<file path="src/design/cache_biu_defs.svh">
/* fixed line geometry of the data cache bus controller
   changing CB_BURST_LEN also needs a matching burst type on the BIU */
`ifndef CACHE_BIU_DEFS_SVH
`define CACHE_BIU_DEFS_SVH

////////////////////
// widths
////////////////////
`define CB_XLEN 32          // data word
`define CB_PLEN 32          // physical byte address

////////////////////
// line and burst
////////////////////
`define CB_BURST_LEN 4      // words per line, one WRAP4 burst

// outstanding beats, a burst plus a few single transfers
`define CB_INFLIGHT_BITS 3

`endif

</file>
<file path="src/design/cache_biu_pkg.sv">
/* types shared by the controller blocks and the testbench
   widths come from the defines header */
`include "cache_biu_defs.svh"

package cache_biu_pkg;

  typedef logic [`CB_XLEN-1:0]              word_t;      // one data word
  typedef logic [`CB_PLEN-1:0]              addr_t;      // byte address
  typedef logic [`CB_XLEN/8-1:0]            be_t;        // byte enables
  typedef logic [`CB_BURST_LEN*`CB_XLEN-1:0] line_t;     // full cache line
  typedef logic [$clog2(`CB_BURST_LEN)-1:0] beat_idx_t;  // word within line
  typedef logic [`CB_BURST_LEN-1:0]         beat_mask_t; // one bit per word
  typedef logic [`CB_INFLIGHT_BITS-1:0]     inflight_t;  // outstanding beats

  // request from the memory FSM
  typedef enum logic [1:0] {
    CMD_NOP,
    CMD_READWAY,
    CMD_WRITEWAY
  } biucmd_e;

  // burst controller state
  typedef enum logic [1:0] {
    ST_IDLE,
    ST_WAIT4BIU,
    ST_BURST
  } biufsm_e;

  typedef enum logic {
    BT_INCR,   // single word
    BT_WRAP4   // line burst, wraps at the line boundary
  } burst_type_e;

endpackage

</file>
<file path="src/design/biu_burst_fsm.sv">
/* burst FSM with one line burst at a time
   non-cacheable strobes only go out with CMD_NOP in idle
   request fields stay frozen while the strobe waits for biu_stb_ack_i */
`timescale 1ns/1ps
`include "cache_biu_defs.svh"

module biu_burst_fsm (
  input  logic                       clk_i,
  input  logic                       rst_ni,
  input  cache_biu_pkg::biucmd_e     biucmd_i,
  input  logic                       nc_req_i,
  input  cache_biu_pkg::addr_t       adr_i,
  input  logic                       we_i,
  input  cache_biu_pkg::word_t       d_i,
  input  cache_biu_pkg::addr_t       evict_adr_i,
  input  cache_biu_pkg::word_t       first_wr_word_i,  // evict word 0
  input  cache_biu_pkg::word_t       burst_wr_word_i,  // shifted buffer word
  input  logic                       biu_stb_ack_i,
  input  logic                       biu_ack_i,
  input  logic                       biu_err_i,
  output cache_biu_pkg::biufsm_e     state_o,
  output logic                       biucmd_ack_o,
  output logic                       biucmd_busy_o,
  output logic                       biu_stb_o,
  output cache_biu_pkg::addr_t       biu_adr_o,
  output logic                       biu_we_o,
  output cache_biu_pkg::word_t       biu_d_o,
  output cache_biu_pkg::burst_type_e biu_type_o
);
  import cache_biu_pkg::*;

  localparam int WORD_LSB = $clog2(`CB_XLEN/8);

  biufsm_e   state_q;
  beat_idx_t burst_cnt_q;  // beats left minus one
  logic      last_beat;
  addr_t     adr_hold_q;   // stretched strobe fields
  logic      we_hold_q;
  word_t     d_hold_q;

  assign state_o   = state_q;
  assign last_beat = biu_err_i | (biu_ack_i & (burst_cnt_q == '0));  // error ends burst early

  ////////////////////
  // state and busy
  ////////////////////
  always_ff @(posedge clk_i or negedge rst_ni)
  begin
    if (!rst_ni)
    begin
      state_q       <= ST_IDLE;
      biucmd_busy_o <= 1'b0;
      burst_cnt_q   <= '1;
    end
    else
    begin
      unique case (state_q)
        ST_IDLE:
        begin
          burst_cnt_q <= '1;
          if (biucmd_i != CMD_NOP)
          begin
            biucmd_busy_o <= 1'b1;
            state_q       <= biu_stb_ack_i ? ST_BURST : ST_WAIT4BIU;  // skip wait if taken now
          end
        end
        ST_WAIT4BIU:
          if (biu_stb_ack_i)
            state_q <= ST_BURST;
        ST_BURST:
        begin
          if (biu_ack_i)
            burst_cnt_q <= burst_cnt_q - 1'b1;
          if (last_beat)
          begin
            state_q       <= ST_IDLE;
            biucmd_busy_o <= 1'b0;
          end
        end
        default:
          state_q <= ST_IDLE;
      endcase
    end
  end

  assign biucmd_ack_o = (state_q == ST_BURST) & last_beat;

  ////////////////////
  // request mux
  ////////////////////
  always_comb
  begin
    biu_stb_o = 1'b0;
    biu_adr_o = adr_hold_q;
    biu_we_o  = we_hold_q;
    biu_d_o   = d_hold_q;
    unique case (state_q)
      ST_IDLE:
        unique case (biucmd_i)
          CMD_READWAY:
          begin
            biu_stb_o = 1'b1;
            biu_adr_o = {adr_i[`CB_PLEN-1:WORD_LSB], {WORD_LSB{1'b0}}};  // wrap starts here
            biu_we_o  = 1'b0;
            biu_d_o   = '0;
          end
          CMD_WRITEWAY:
          begin
            biu_stb_o = 1'b1;
            biu_adr_o = evict_adr_i;
            biu_we_o  = 1'b1;
            biu_d_o   = first_wr_word_i;  // taken with the strobe
          end
          default:
          begin
            biu_stb_o = nc_req_i;  // single pass-through transfer
            biu_adr_o = adr_i;
            biu_we_o  = we_i;
            biu_d_o   = d_i;
          end
        endcase
      ST_WAIT4BIU:
        biu_stb_o = 1'b1;          // hold strobe and fields from hold regs
      ST_BURST:
        biu_d_o = burst_wr_word_i; // next write word advanced by biu_d_ack_i
      default:
        biu_stb_o = 1'b0;
    endcase
  end

  assign biu_type_o = (state_q == ST_IDLE && biucmd_i == CMD_NOP) ? BT_INCR : BT_WRAP4;

  // capture the request every idle cycle
  always_ff @(posedge clk_i)
  begin
    if (state_q == ST_IDLE)
    begin
      adr_hold_q <= biu_adr_o;
      we_hold_q  <= biu_we_o;
      d_hold_q   <= biu_d_o;
    end
  end

  // memory FSM keeps its command until the burst is acknowledged
  a_cmd_stable: assert property (@(posedge clk_i) disable iff (!rst_ni)
    biucmd_busy_o |-> $stable(biucmd_i));

endmodule

</file>
<file path="src/design/biu_line_buffer.sv">
/* line buffer shared by fill and writeback
   a pending store is merged into its beat on the fly, by byte enable
   valid bits only track fills and clear in every idle cycle */
`timescale 1ns/1ps
`include "cache_biu_defs.svh"

module biu_line_buffer (
  input  logic                   clk_i,
  input  logic                   rst_ni,
  input  cache_biu_pkg::biufsm_e state_i,
  input  logic                   burst_we_i,       // burst is a writeback
  input  logic                   load_i,           // load evict line in idle
  input  cache_biu_pkg::line_t   evict_line_i,
  input  logic                   req_i,            // lookup qualifier
  input  cache_biu_pkg::addr_t   adr_i,
  input  logic                   we_i,
  input  cache_biu_pkg::be_t     be_i,
  input  cache_biu_pkg::word_t   d_i,
  input  cache_biu_pkg::addr_t   biu_adro_i,
  input  cache_biu_pkg::word_t   biu_q_i,
  input  logic                   biu_ack_i,
  input  logic                   biu_d_ack_i,
  input  cache_biu_pkg::addr_t   hold_adr_i,       // address of the running burst
  output cache_biu_pkg::word_t   first_wr_word_o,
  output cache_biu_pkg::word_t   burst_wr_word_o,
  output logic                   in_linebuf_o,
  output cache_biu_pkg::line_t   biu_line_o,
  output logic                   biu_line_dirty_o
);
  import cache_biu_pkg::*;

  localparam int WORD_LSB = $clog2(`CB_XLEN/8);
  localparam int LINE_LSB = WORD_LSB + $clog2(`CB_BURST_LEN);

  line_t      line_q;
  beat_mask_t valid_q;
  logic       dirty_q;
  beat_idx_t  beat_idx;   // index of the returning beat
  beat_idx_t  req_idx;    // index the cache asks for
  logic       beat_hit;
  logic       fill_beat;
  word_t      beat_q;     // beat after store merge

  // replace enabled bytes of old_w by new_w
  function automatic word_t be_merge(be_t be, word_t old_w, word_t new_w);
    word_t res;
    res = old_w;
    for (int i = 0; i < `CB_XLEN/8; i++)
    begin
      if (be[i])
        res[i*8 +: 8] = new_w[i*8 +: 8];
    end
    return res;
  endfunction

  assign beat_idx  = biu_adro_i[LINE_LSB-1:WORD_LSB];
  assign req_idx   = adr_i[LINE_LSB-1:WORD_LSB];
  assign beat_hit  = biu_adro_i[`CB_PLEN-1:WORD_LSB] == adr_i[`CB_PLEN-1:WORD_LSB];
  assign fill_beat = (state_i == ST_BURST) & ~burst_we_i & biu_ack_i;
  assign beat_q    = (we_i & beat_hit) ? be_merge(be_i, biu_q_i, d_i) : biu_q_i;

  ////////////////////
  // line storage
  ////////////////////
  always_ff @(posedge clk_i)
  begin
    if (state_i == ST_IDLE && load_i)
      line_q <= evict_line_i >> `CB_XLEN;               // word 0 leaves with the strobe
    else if (fill_beat)
      line_q[beat_idx*`CB_XLEN +: `CB_XLEN] <= beat_q;
    else if (state_i == ST_BURST && burst_we_i && biu_d_ack_i)
      line_q <= line_q >> `CB_XLEN;                     // next write word to bit 0
  end

  always_ff @(posedge clk_i or negedge rst_ni)
  begin
    if (!rst_ni)
    begin
      valid_q <= '0;
      dirty_q <= 1'b0;
    end
    else if (state_i == ST_IDLE)
    begin
      valid_q <= '0;
      dirty_q <= 1'b0;
    end
    else if (fill_beat)
    begin
      valid_q[beat_idx] <= 1'b1;
      dirty_q           <= dirty_q | (we_i & beat_hit);
    end
  end

  assign first_wr_word_o = evict_line_i[0 +: `CB_XLEN];
  assign burst_wr_word_o = line_q[0 +: `CB_XLEN];

  // word already here in the line of the running burst
  assign in_linebuf_o = req_i
                      & (hold_adr_i[`CB_PLEN-1:LINE_LSB] == adr_i[`CB_PLEN-1:LINE_LSB])
                      & valid_q[req_idx];

  // line to the data memory with current beat overlaid
  always_comb
  begin
    biu_line_o = line_q;
    if (fill_beat)
      biu_line_o[beat_idx*`CB_XLEN +: `CB_XLEN] = beat_q;
  end

  assign biu_line_dirty_o = dirty_q | (fill_beat & we_i & beat_hit);  // current beat included

  // WRAP4 returns each word exactly once
  a_fill_once: assert property (@(posedge clk_i) disable iff (!rst_ni)
    fill_beat |-> !valid_q[beat_idx]);

endmodule

</file>
<file path="src/design/biu_inflight_tracker.sv">
/* counts beats the BIU still owes, a burst counts as four
   after a flush, acks of beats issued before it are swallowed */
`timescale 1ns/1ps
`include "cache_biu_defs.svh"

module biu_inflight_tracker (
  input  logic                       clk_i,
  input  logic                       rst_ni,
  input  logic                       flush_i,
  input  logic                       biu_stb_ack_i,
  input  cache_biu_pkg::burst_type_e biu_type_i,
  input  logic                       biu_ack_i,
  input  logic                       biu_err_i,
  output cache_biu_pkg::inflight_t   inflight_o,
  output logic                       nc_ack_o
);
  import cache_biu_pkg::*;

  inflight_t discard_q;  // beats still to be dropped
  inflight_t add_beats;
  logic      done;       // one beat retired

  assign done      = biu_ack_i | biu_err_i;
  assign add_beats = !biu_stb_ack_i         ? inflight_t'(0)
                   : (biu_type_i == BT_WRAP4) ? inflight_t'(`CB_BURST_LEN)
                   :                          inflight_t'(1);

  // strobe ack and beat ack may share a cycle
  always_ff @(posedge clk_i or negedge rst_ni)
  begin
    if (!rst_ni)
      inflight_o <= '0;
    else
      inflight_o <= inflight_o + add_beats - inflight_t'(done);
  end

  always_ff @(posedge clk_i or negedge rst_ni)
  begin
    if (!rst_ni)
      discard_q <= '0;
    else if (flush_i)
      discard_q <= (|inflight_o && done) ? inflight_o - 1'b1 : inflight_o;
    else if (|discard_q && done)
      discard_q <= discard_q - 1'b1;
  end

  assign nc_ack_o = biu_ack_i & ~flush_i & ~|discard_q;

  // BIU never acks more beats than were requested
  a_no_underflow: assert property (@(posedge clk_i) disable iff (!rst_ni)
    (done && !biu_stb_ack_i) |-> (inflight_o != '0));

endmodule

</file>
<file path="src/design/cache_biu_ctrl.sv">
/* bus side of the data cache, between memory FSM and BIU
   word transfers only, line of four words moved as WRAP4 */
`timescale 1ns/1ps

module cache_biu_ctrl (
  input  logic                       clk_i,
  input  logic                       rst_ni,

  // memory FSM side
  input  cache_biu_pkg::biucmd_e     biucmd_i,
  output logic                       biucmd_ack_o,
  output logic                       biucmd_busy_o,
  input  logic                       nc_req_i,
  output logic                       nc_ack_o,
  output cache_biu_pkg::inflight_t   inflight_o,
  input  logic                       flush_i,
  input  cache_biu_pkg::addr_t       adr_i,
  input  logic                       we_i,
  input  cache_biu_pkg::be_t         be_i,
  input  cache_biu_pkg::word_t       d_i,
  input  cache_biu_pkg::addr_t       evict_adr_i,
  input  cache_biu_pkg::line_t       evict_line_i,
  output logic                       in_linebuf_o,
  output cache_biu_pkg::line_t       biu_line_o,
  output logic                       biu_line_dirty_o,

  // BIU side
  output logic                       biu_stb_o,
  input  logic                       biu_stb_ack_i,
  input  logic                       biu_d_ack_i,
  output cache_biu_pkg::addr_t       biu_adr_o,
  input  cache_biu_pkg::addr_t       biu_adro_i,
  output cache_biu_pkg::burst_type_e biu_type_o,
  output logic                       biu_we_o,
  output cache_biu_pkg::word_t       biu_d_o,
  input  cache_biu_pkg::word_t       biu_q_i,
  input  logic                       biu_ack_i,
  input  logic                       biu_err_i
);
  import cache_biu_pkg::*;

  biufsm_e state;
  word_t   first_wr_word;
  word_t   burst_wr_word;

  biu_burst_fsm u_fsm (
    .clk_i           (clk_i),
    .rst_ni          (rst_ni),
    .biucmd_i        (biucmd_i),
    .nc_req_i        (nc_req_i),
    .adr_i           (adr_i),
    .we_i            (we_i),
    .d_i             (d_i),
    .evict_adr_i     (evict_adr_i),
    .first_wr_word_i (first_wr_word),
    .burst_wr_word_i (burst_wr_word),
    .biu_stb_ack_i   (biu_stb_ack_i),
    .biu_ack_i       (biu_ack_i),
    .biu_err_i       (biu_err_i),
    .state_o         (state),
    .biucmd_ack_o    (biucmd_ack_o),
    .biucmd_busy_o   (biucmd_busy_o),
    .biu_stb_o       (biu_stb_o),
    .biu_adr_o       (biu_adr_o),
    .biu_we_o        (biu_we_o),
    .biu_d_o         (biu_d_o),
    .biu_type_o      (biu_type_o)
  );

  // we out of the FSM is the writeback flag in idle and in burst
  // busy is high exactly outside idle, so lookups only hit a live fill
  biu_line_buffer u_buf (
    .clk_i            (clk_i),
    .rst_ni           (rst_ni),
    .state_i          (state),
    .burst_we_i       (biu_we_o),
    .load_i           (biu_we_o),
    .evict_line_i     (evict_line_i),
    .req_i            (biucmd_busy_o),
    .adr_i            (adr_i),
    .we_i             (we_i),
    .be_i             (be_i),
    .d_i              (d_i),
    .biu_adro_i       (biu_adro_i),
    .biu_q_i          (biu_q_i),
    .biu_ack_i        (biu_ack_i),
    .biu_d_ack_i      (biu_d_ack_i),
    .hold_adr_i       (biu_adr_o),   // frozen outside idle
    .first_wr_word_o  (first_wr_word),
    .burst_wr_word_o  (burst_wr_word),
    .in_linebuf_o     (in_linebuf_o),
    .biu_line_o       (biu_line_o),
    .biu_line_dirty_o (biu_line_dirty_o)
  );

  biu_inflight_tracker u_inflight (
    .clk_i         (clk_i),
    .rst_ni        (rst_ni),
    .flush_i       (flush_i),
    .biu_stb_ack_i (biu_stb_ack_i),
    .biu_type_i    (biu_type_o),
    .biu_ack_i     (biu_ack_i),
    .biu_err_i     (biu_err_i),
    .inflight_o    (inflight_o),
    .nc_ack_o      (nc_ack_o)
  );

endmodule

</file>
<file path="config.mk">
export PLATFORM = sky130hd
export DESIGN_NAME = cache_biu_ctrl
export DESIGN_NICKNAME = d
export VERILOG_FILES = /design/src/design/cache_biu_pkg.sv /design/src/design/biu_burst_fsm.sv /design/src/design/biu_line_buffer.sv /design/src/design/biu_inflight_tracker.sv /design/src/design/cache_biu_ctrl.sv
export VERILOG_INCLUDE_DIRS = /design/src /design/src/design
export SDC_FILE = /design/constraint.sdc
export NUM_CORES = 1
export LEC_CHECK = 0
export BUFFER_PORTS_ARGS = -buffer_cell sky130_fd_sc_hd__clkbuf_2
export CAP_MARGIN = 20
export CORE_ASPECT_RATIO = 0.5
export CORE_MARGIN = 8
export CORE_UTILIZATION = 42
export DETAILED_ROUTE_END_ITERATION = 6
export PLACE_DENSITY = 0.66
export SLEW_MARGIN = 20
export SYNTH_ARGS = -nofsm -noshare
export SYNTH_HDL_FRONTEND = slang
export SYNTH_HIERARCHICAL = 1
export SYNTH_SLANG_ARGS = --single-unit
</file>
<file path="constraint.sdc">
create_clock -name clk_i -period 15.9 [get_ports clk_i]
set_input_delay 1.59 -clock clk_i [delete_from_list [all_inputs] [get_ports clk_i]]
set_output_delay 1.59 -clock clk_i [all_outputs]
set_load 0.005 [all_outputs]
</file>
**After elaboration in Yosys (flattened, before gate mapping)**

Cells that the tools add are included.

- Add/sub/neg operators: 6
- $lt $le $gt $ge: 3
- Eq/ne operators: 10
- Shift operators: 2
- Multiplexer cells: 42
- Bitwise operators: 18
- Reductions and logical operators: 23

Operators with widths:

| operator | count |
|---|---|
| $mux 128 | 3 |
| $pmux 32 s2 | 3 |
| $bwmux 128 | 1 |
| $shift 32x34->128 const A | 1 |
| $shiftx 32x34->128 | 1 |
| $mux 96 | 1 |
| $mux 32 | 2 |
| $neg 7->34 | 1 |
| $mux 8 | 4 |
| $eq 30x30->1 | 1 |
| $eq 28x28->1 | 1 |
| $mux 3 | 5 |
| $and 1x1->1 | 11 |
| $mux 2 | 5 |
| $reduce_bool 2->1 | 5 |
| $mux 1 | 9 |
| $mux 4 | 2 |
| $ne 2x2->1 const B | 4 |
| $logic_and 1x1->1 | 7 |
| $logic_not 2->1 | 3 |
| $lt 2x3->1 const B | 2 |
| $pmux 1 s2 | 3 |
| $pmux 2 s3 | 1 |
| $reduce_and 3->1 | 2 |
| other kinds (18) | 26 |

- Register bits after elaboration: 209
- Input bits: 303
- Output and inout port bits: 203

**Logic depth before layout (Yosys ltp)**

- Depth in word-level cells: 9
- Depth in mapped cells: 15
- Mapped depth without buffers: 11

**Cells and area by module**

Netlist, hierarchy kept.

Modules (own cells, without submodules):

| module | instances | cells an instance | area each (um^2) | sequential area each (um^2) |
|---|---|---|---|---|
| biu_line_buffer | 1 | 1,259 | 10,430.0 | 3,648.5 |
| biu_burst_fsm | 1 | 400 | 4,151.5 | 2,079.5 |
| biu_inflight_tracker | 1 | 46 | 454.2 | 150.1 |

**Worst setup path before layout**

OpenSTA, ideal clock, no wires.

- Path kind: input-to-reg
- From: input biucmd_i[0]
- To: register u_buf.line_q[0] (enable)
- Setup time: 582 ps
- Arrival: 7,678 ps
- Required time: 15,318 ps
- Slack: 7,639 ps
- Stages on the path: 9
- Cells stage by stage: inv_1 > ha_1 > and2_1 > buf_2 > buf_4 > a21oi_1 > o21ai_1 > a21boi_0 > a21oi_1

- Cells in the longest elaborated chain, start to end: 7

Ends and longest elaborated chain:

| item | line | RTL |
|---|---|---|
| start, declared | cache_biu_ctrl.sv:10 | `input cache_biu_pkg::biucmd_e biucmd_i,` |
| $eq 2x2->1 or $eq 2x1->1 (tied branches) | biu_burst_fsm.sv:99 | `unique case (biucmd_i)` |
| $pmux 1 s2 (*) | biu_burst_fsm.sv:99 |  |
| $mux 1 (*) | biu_burst_fsm.sv:97 | `unique case (state_q)` |
| via biu_we_o | cache_biu_ctrl.sv:34 | `output logic biu_we_o,` |
| $not 1->1 | biu_line_buffer.sv:59 | `assign fill_beat = (state_i == ST_BURST) & ~burst_we_i & biu_ack_i;` |
| $and 1x1->1 (2 in a row) | biu_line_buffer.sv:59 |  |
| $reduce_bool 3->1 (no source line) (*) | -- |  |
| end signal, assigned | biu_line_buffer.sv:68 | `` line_q <= evict_line_i >> `CB_XLEN; `` |
| end signal, assigned by index | biu_line_buffer.sv:70 | `` line_q[beat_idx*`CB_XLEN +: `CB_XLEN] <= beat_q; `` |
| end signal, assigned | biu_line_buffer.sv:72 | `` line_q <= line_q >> `CB_XLEN; `` |
| end, declared | biu_line_buffer.sv:35 | `line_t line_q;` |

The timed path passes the listed nets; every way through them passes the cells marked *.
A chain may end at the register's enable or synchronous reset.

**Worst setup path in the final report**

- From: input biucmd_i[1]
- To: output biu_line_o[110]

- Cells in the longest elaborated chain, start to end: 7

Ends and longest elaborated chain:

| item | line | RTL |
|---|---|---|
| $eq 2x2->1 or $eq 2x1->1 (tied branches) | biu_burst_fsm.sv:99 |  |
| $pmux 1 s2 (*) | biu_burst_fsm.sv:99 |  |
| $mux 1 (*) | biu_burst_fsm.sv:97 |  |
| $not 1->1 (*) | biu_line_buffer.sv:59 |  |
| $and 1x1->1 (*) (2 in a row) | biu_line_buffer.sv:59 |  |
| $mux 128 (*) | biu_line_buffer.sv:106 | `if (fill_beat)` |
| end, declared | cache_biu_ctrl.sv:24 | `output cache_biu_pkg::line_t biu_line_o,` |

Every way passes the cells marked *; elsewhere a longest branch is shown, timed or not.

==> results.py <==
metrics = {
    "detailed_routing": {
        "num_vias": 15300,
        "drt_iter0_markers": 1941,
        "drc": 3,
        "avgRoutedWirePerCell_um": 25.0,
        "drtPass1Iterations": 7,
        "via_per_inst": 5.95,
        "final_antenna_net_count": 0,
        "finalWirelength_mm": 64.4,
    },
    "floorplanning": {
        "die_h_um": 150,
        "ios": 506,
        "rows": 49,
        "design.core.area_um2": 35600,
        "die_w_um": 284,
        "initial_core_util_pct": 42.2,
        "die-area_um2": 42500,
    },
    "clock_network": {
        "cts.path.max_buffers": 3,
        "htree_levels": 1,
        "cts_sinks": 209,
        "ctsHoldBuffers": 0,
        "clk_pin_slew_ns": 0.07,
        "insertion_delay_ns": 0.55,
        "cts_made_buffers": 23,
        "cts_tree": "yes",
        "cts_resized": 0,
        "cts_root_buf": "clkbuf_16",
        "cts_setup_buffers": 0,
    },
    "power_and_ir_drop": {
        "power_density_nw_per_um2": 128,
        "ir_drop_mv": 0.0804,
        "total_leakage_power_nw": 7.72,
    },
    "grt": {
        "antenna_found_initial": 8,
        "grt_pass1_wl_mm": 93.0,
        "gr-total-overflow": 0,
        "grt_pass1_vias": 14600,
        "grt_usage_pct": 28.0,
        "grt_max_degree": 91,
    },
    "timing": {
        "hold_violations": 0,
        "fmax_ghz": 0.121,
        "slew_viol_final": 0,
        "fin_crit_sh_pct": 52.1,
        "slew_headroom_pct": 25.6,
        "fin_ws_ns": 7.61,
        "tightest_slew_ns": 1.12,
        "fin_skew_ns": 0.0312,
        "finalSetupViolCount": 0,
        "fin_tns_setup_ns": 0,
        "fin_crit_ns": 8.29,
        "rsz0062_at_grt": "false",
    },
    "job": {
        "drv_cap": 0,
    },
    "setup_path": {
        "start_kind": "primary input",
        "cp_max_fo": 64,
        "required_ns": 14.31,
        "crit_chain": "clkbuf_2, inv_1, ha_1, inv_2, a21oi_1, o21ai_1, nand2b_1, nor3b_4, nand2_1, or4_2, o21ai_0, clkbuf_2",
        "endpoint_kind": "primary output",
        "slowest_delay_ns": 1.07,
        "cp.arrival_ns": 6.70,
        "path_class": "primary input to primary output",
        "cp_slowest_cell": "or4_2",
        "crit_top_cell": "clkbuf_2",
    },
    "final_layout": {
        "layout_commonest_cell": "clkbuf_2",
        "final_cell_mix": "clkbuf_2 (503), o21ai_0 (259), nand2_1 (205)",
        "area_growth_pct": 20.3,
        "nNetsFinal": 2382,
        "final_layout_size_suffix_gt1_share_pct": 31.8,
    },
    "logic_synthesis": {
        "async_flop_share_pct": 7.66,
        "syn_avg_cell_area_um2": 8.82,
        "synthCells": 1705,
        "ys_ff_latch": 209,
        "synth_nets": 2026,
        "synth_warnings": 6,
        "synth_top_area_share_pct": 32.2,
        "synthDistinctLibCells": 57,
        "synth_top_flop_cell": "edfxtp_1",
        "netlist_area_um2": 15000,
        "synth_area_leaders": "edfxtp_1 (32%), o21ai_0 (8.6%), nand2_1 (5.1%)",
        "ys_seq_area_share_pct": 39.1,
        "synth_edf_count": 161,
        "synth.largest_area_cell": "edfxtp_1",
    },
    "place": {
        "place.gp.congestion": 0.945,
        "port_buffers": 503,
        "dp_slack_ns": 7.71,
        "hpwl_mm": 47.1,
    },
    "run_status": {
        "status": "finished, violations left",
        "violations": "DRC",
    },
    "min_path": {
        "holdCritPathClass": "flip-flop to flip-flop",
    },
}
routing by layer:
| metal | wire (µm) | share of wire (%) | global-route usage [%] |
|---|---|---|---|
| met5 | 0 | 0 | 0 |
| met4 | 2440 | 3.8 | 11.4 |
| met2 | 32200 | 50 | 48.0 |
| met1 | 24700 | 38 | 35.3 |
| met3 | 5120 | 8.0 | 4.64 |
logic make-up (layout without fill, tap and decap cells):
| group | Yosys count | count (layout) | synth area share [%] |
|---|---|---|---|
| buffers and inverters | 258 | 631 | 9.00 |
| other | 0 | 8 | 0 |
| DFF | 209 | 209 | 39.1 |
| AOI/OAI and AO/OA | 604 | 604 | 25.8 |
| xor gates and xnor gates | 57 | 57 | 3.32 |
| adders and majority gates | 18 | 18 | 1.55 |
| muxes | 5 | 5 | 0.449 |
| and+or+nand+nor | 554 | 554 | 20.7 |
where the power goes:
part / switching (W) / internal [W]
Combinational: 0.000534 / 0.000319
Sequential: 0.0000940 / 0.000791
Clock: 0.000249 / 0.000321
flip-flops by register name, summed over array words and instances (netlist names):
signal                 flops
u_fsm/adr_hold_q          32
u_fsm/state_o              2
u_buf/line_q             128
u_fsm/d_hold_q            32
u_inflight/inflight_o      3
u_fsm/biucmd_busy_o        1
u_buf/dirty_q              1
u_buf/valid_q              4
u_inflight/discard_q       3
u_fsm/we_hold_q            1
u_fsm/burst_cnt_q          2
final cells by class:
type	count	area, µm²
Antenna cell	8	20.0
Clock buffer	28	604
Clock inverter	14	154
Fill cell	3508	17500
Inverter	57	216
Multi-Input combinational cell	1238	7870
Sequential cell	209	5880
Tap cell	484	606
Timing Repair Buffer	532	2740
cell usage after synthesis (all sizes together) (8+ instances only):
| cell type | n |
|---|---|
| a211oi | 32 |
| a21oi | 9 |
| a221oi | 33 |
| a31oi | 97 |
| and3 | 33 |
| buf | 99 |
| clkbuf | 102 |
| dfrtp | 14 |
| dfxtp | 32 |
| edfxtp | 161 |
| ha | 17 |
| inv | 57 |
| nand2 | 206 |
| nand2b | 102 |
| nand4 | 8 |
| nor2 | 138 |
| nor3 | 8 |
| nor4 | 42 |
| o21ai | 261 |
| o22ai | 97 |
| o31a | 32 |
| o31ai | 33 |
| xnor2 | 10 |
| xor2 | 47 |
path summary, 6_finish.rpt:
kind / start / slack [ns] / cells after the start / endpoint
worst max-delay path: biucmd_i[1] / 7.61 / 12 / biu_line_o[110]
worst min-delay path: u_buf/line_q[98]$_SDFFE_PP0P_ / 0.48 / 2 / u_buf/line_q[98]$_SDFFE_PP0P_
worst max register to register: u_fsm/state_o[1]$_DFFE_PN0P_ / 10.43 / 9 / u_buf/line_q[75]$_DFFE_PP_
worst min register to register: u_buf/line_q[98]$_SDFFE_PP0P_ / 0.48 / 2 / u_buf/line_q[98]$_SDFFE_PP0P_
max in group asynchronous: rst_ni / 14.57 / 1 / u_fsm/burst_cnt_q[0]$_DFFE_PN1P_
min in group asynchronous: rst_ni / 1.00 / 1 / u_fsm/biucmd_busy_o$_DFFE_PN0P_
worst max-delay path: cells and delay by family:
kind	cells	cell delay, ns
fa+ha+maj	1	0.78
simple gates	4	2.35
compound gates	3	1.00
buf+inv	4	0.87
through the flow:
stage,hold WS (ns),std cells,util (%),total power [W],area (µm²)
2_1_floorplan,0.447,1705,-,0.00140,15000
6_report,0.482,2570,50.8,0.00231,18100
3_5_place_dp,0.467,2520,48.6,0.00174,17300
3_3_place_gp,0.458,2520,48.6,0.00172,17300
4_1_cts,0.484,2562,50.7,0.00230,18100
5_1_grt,0.500,2570,50.8,0.00241,18100
Note: power is estimated with default switching activity, not from simulation.
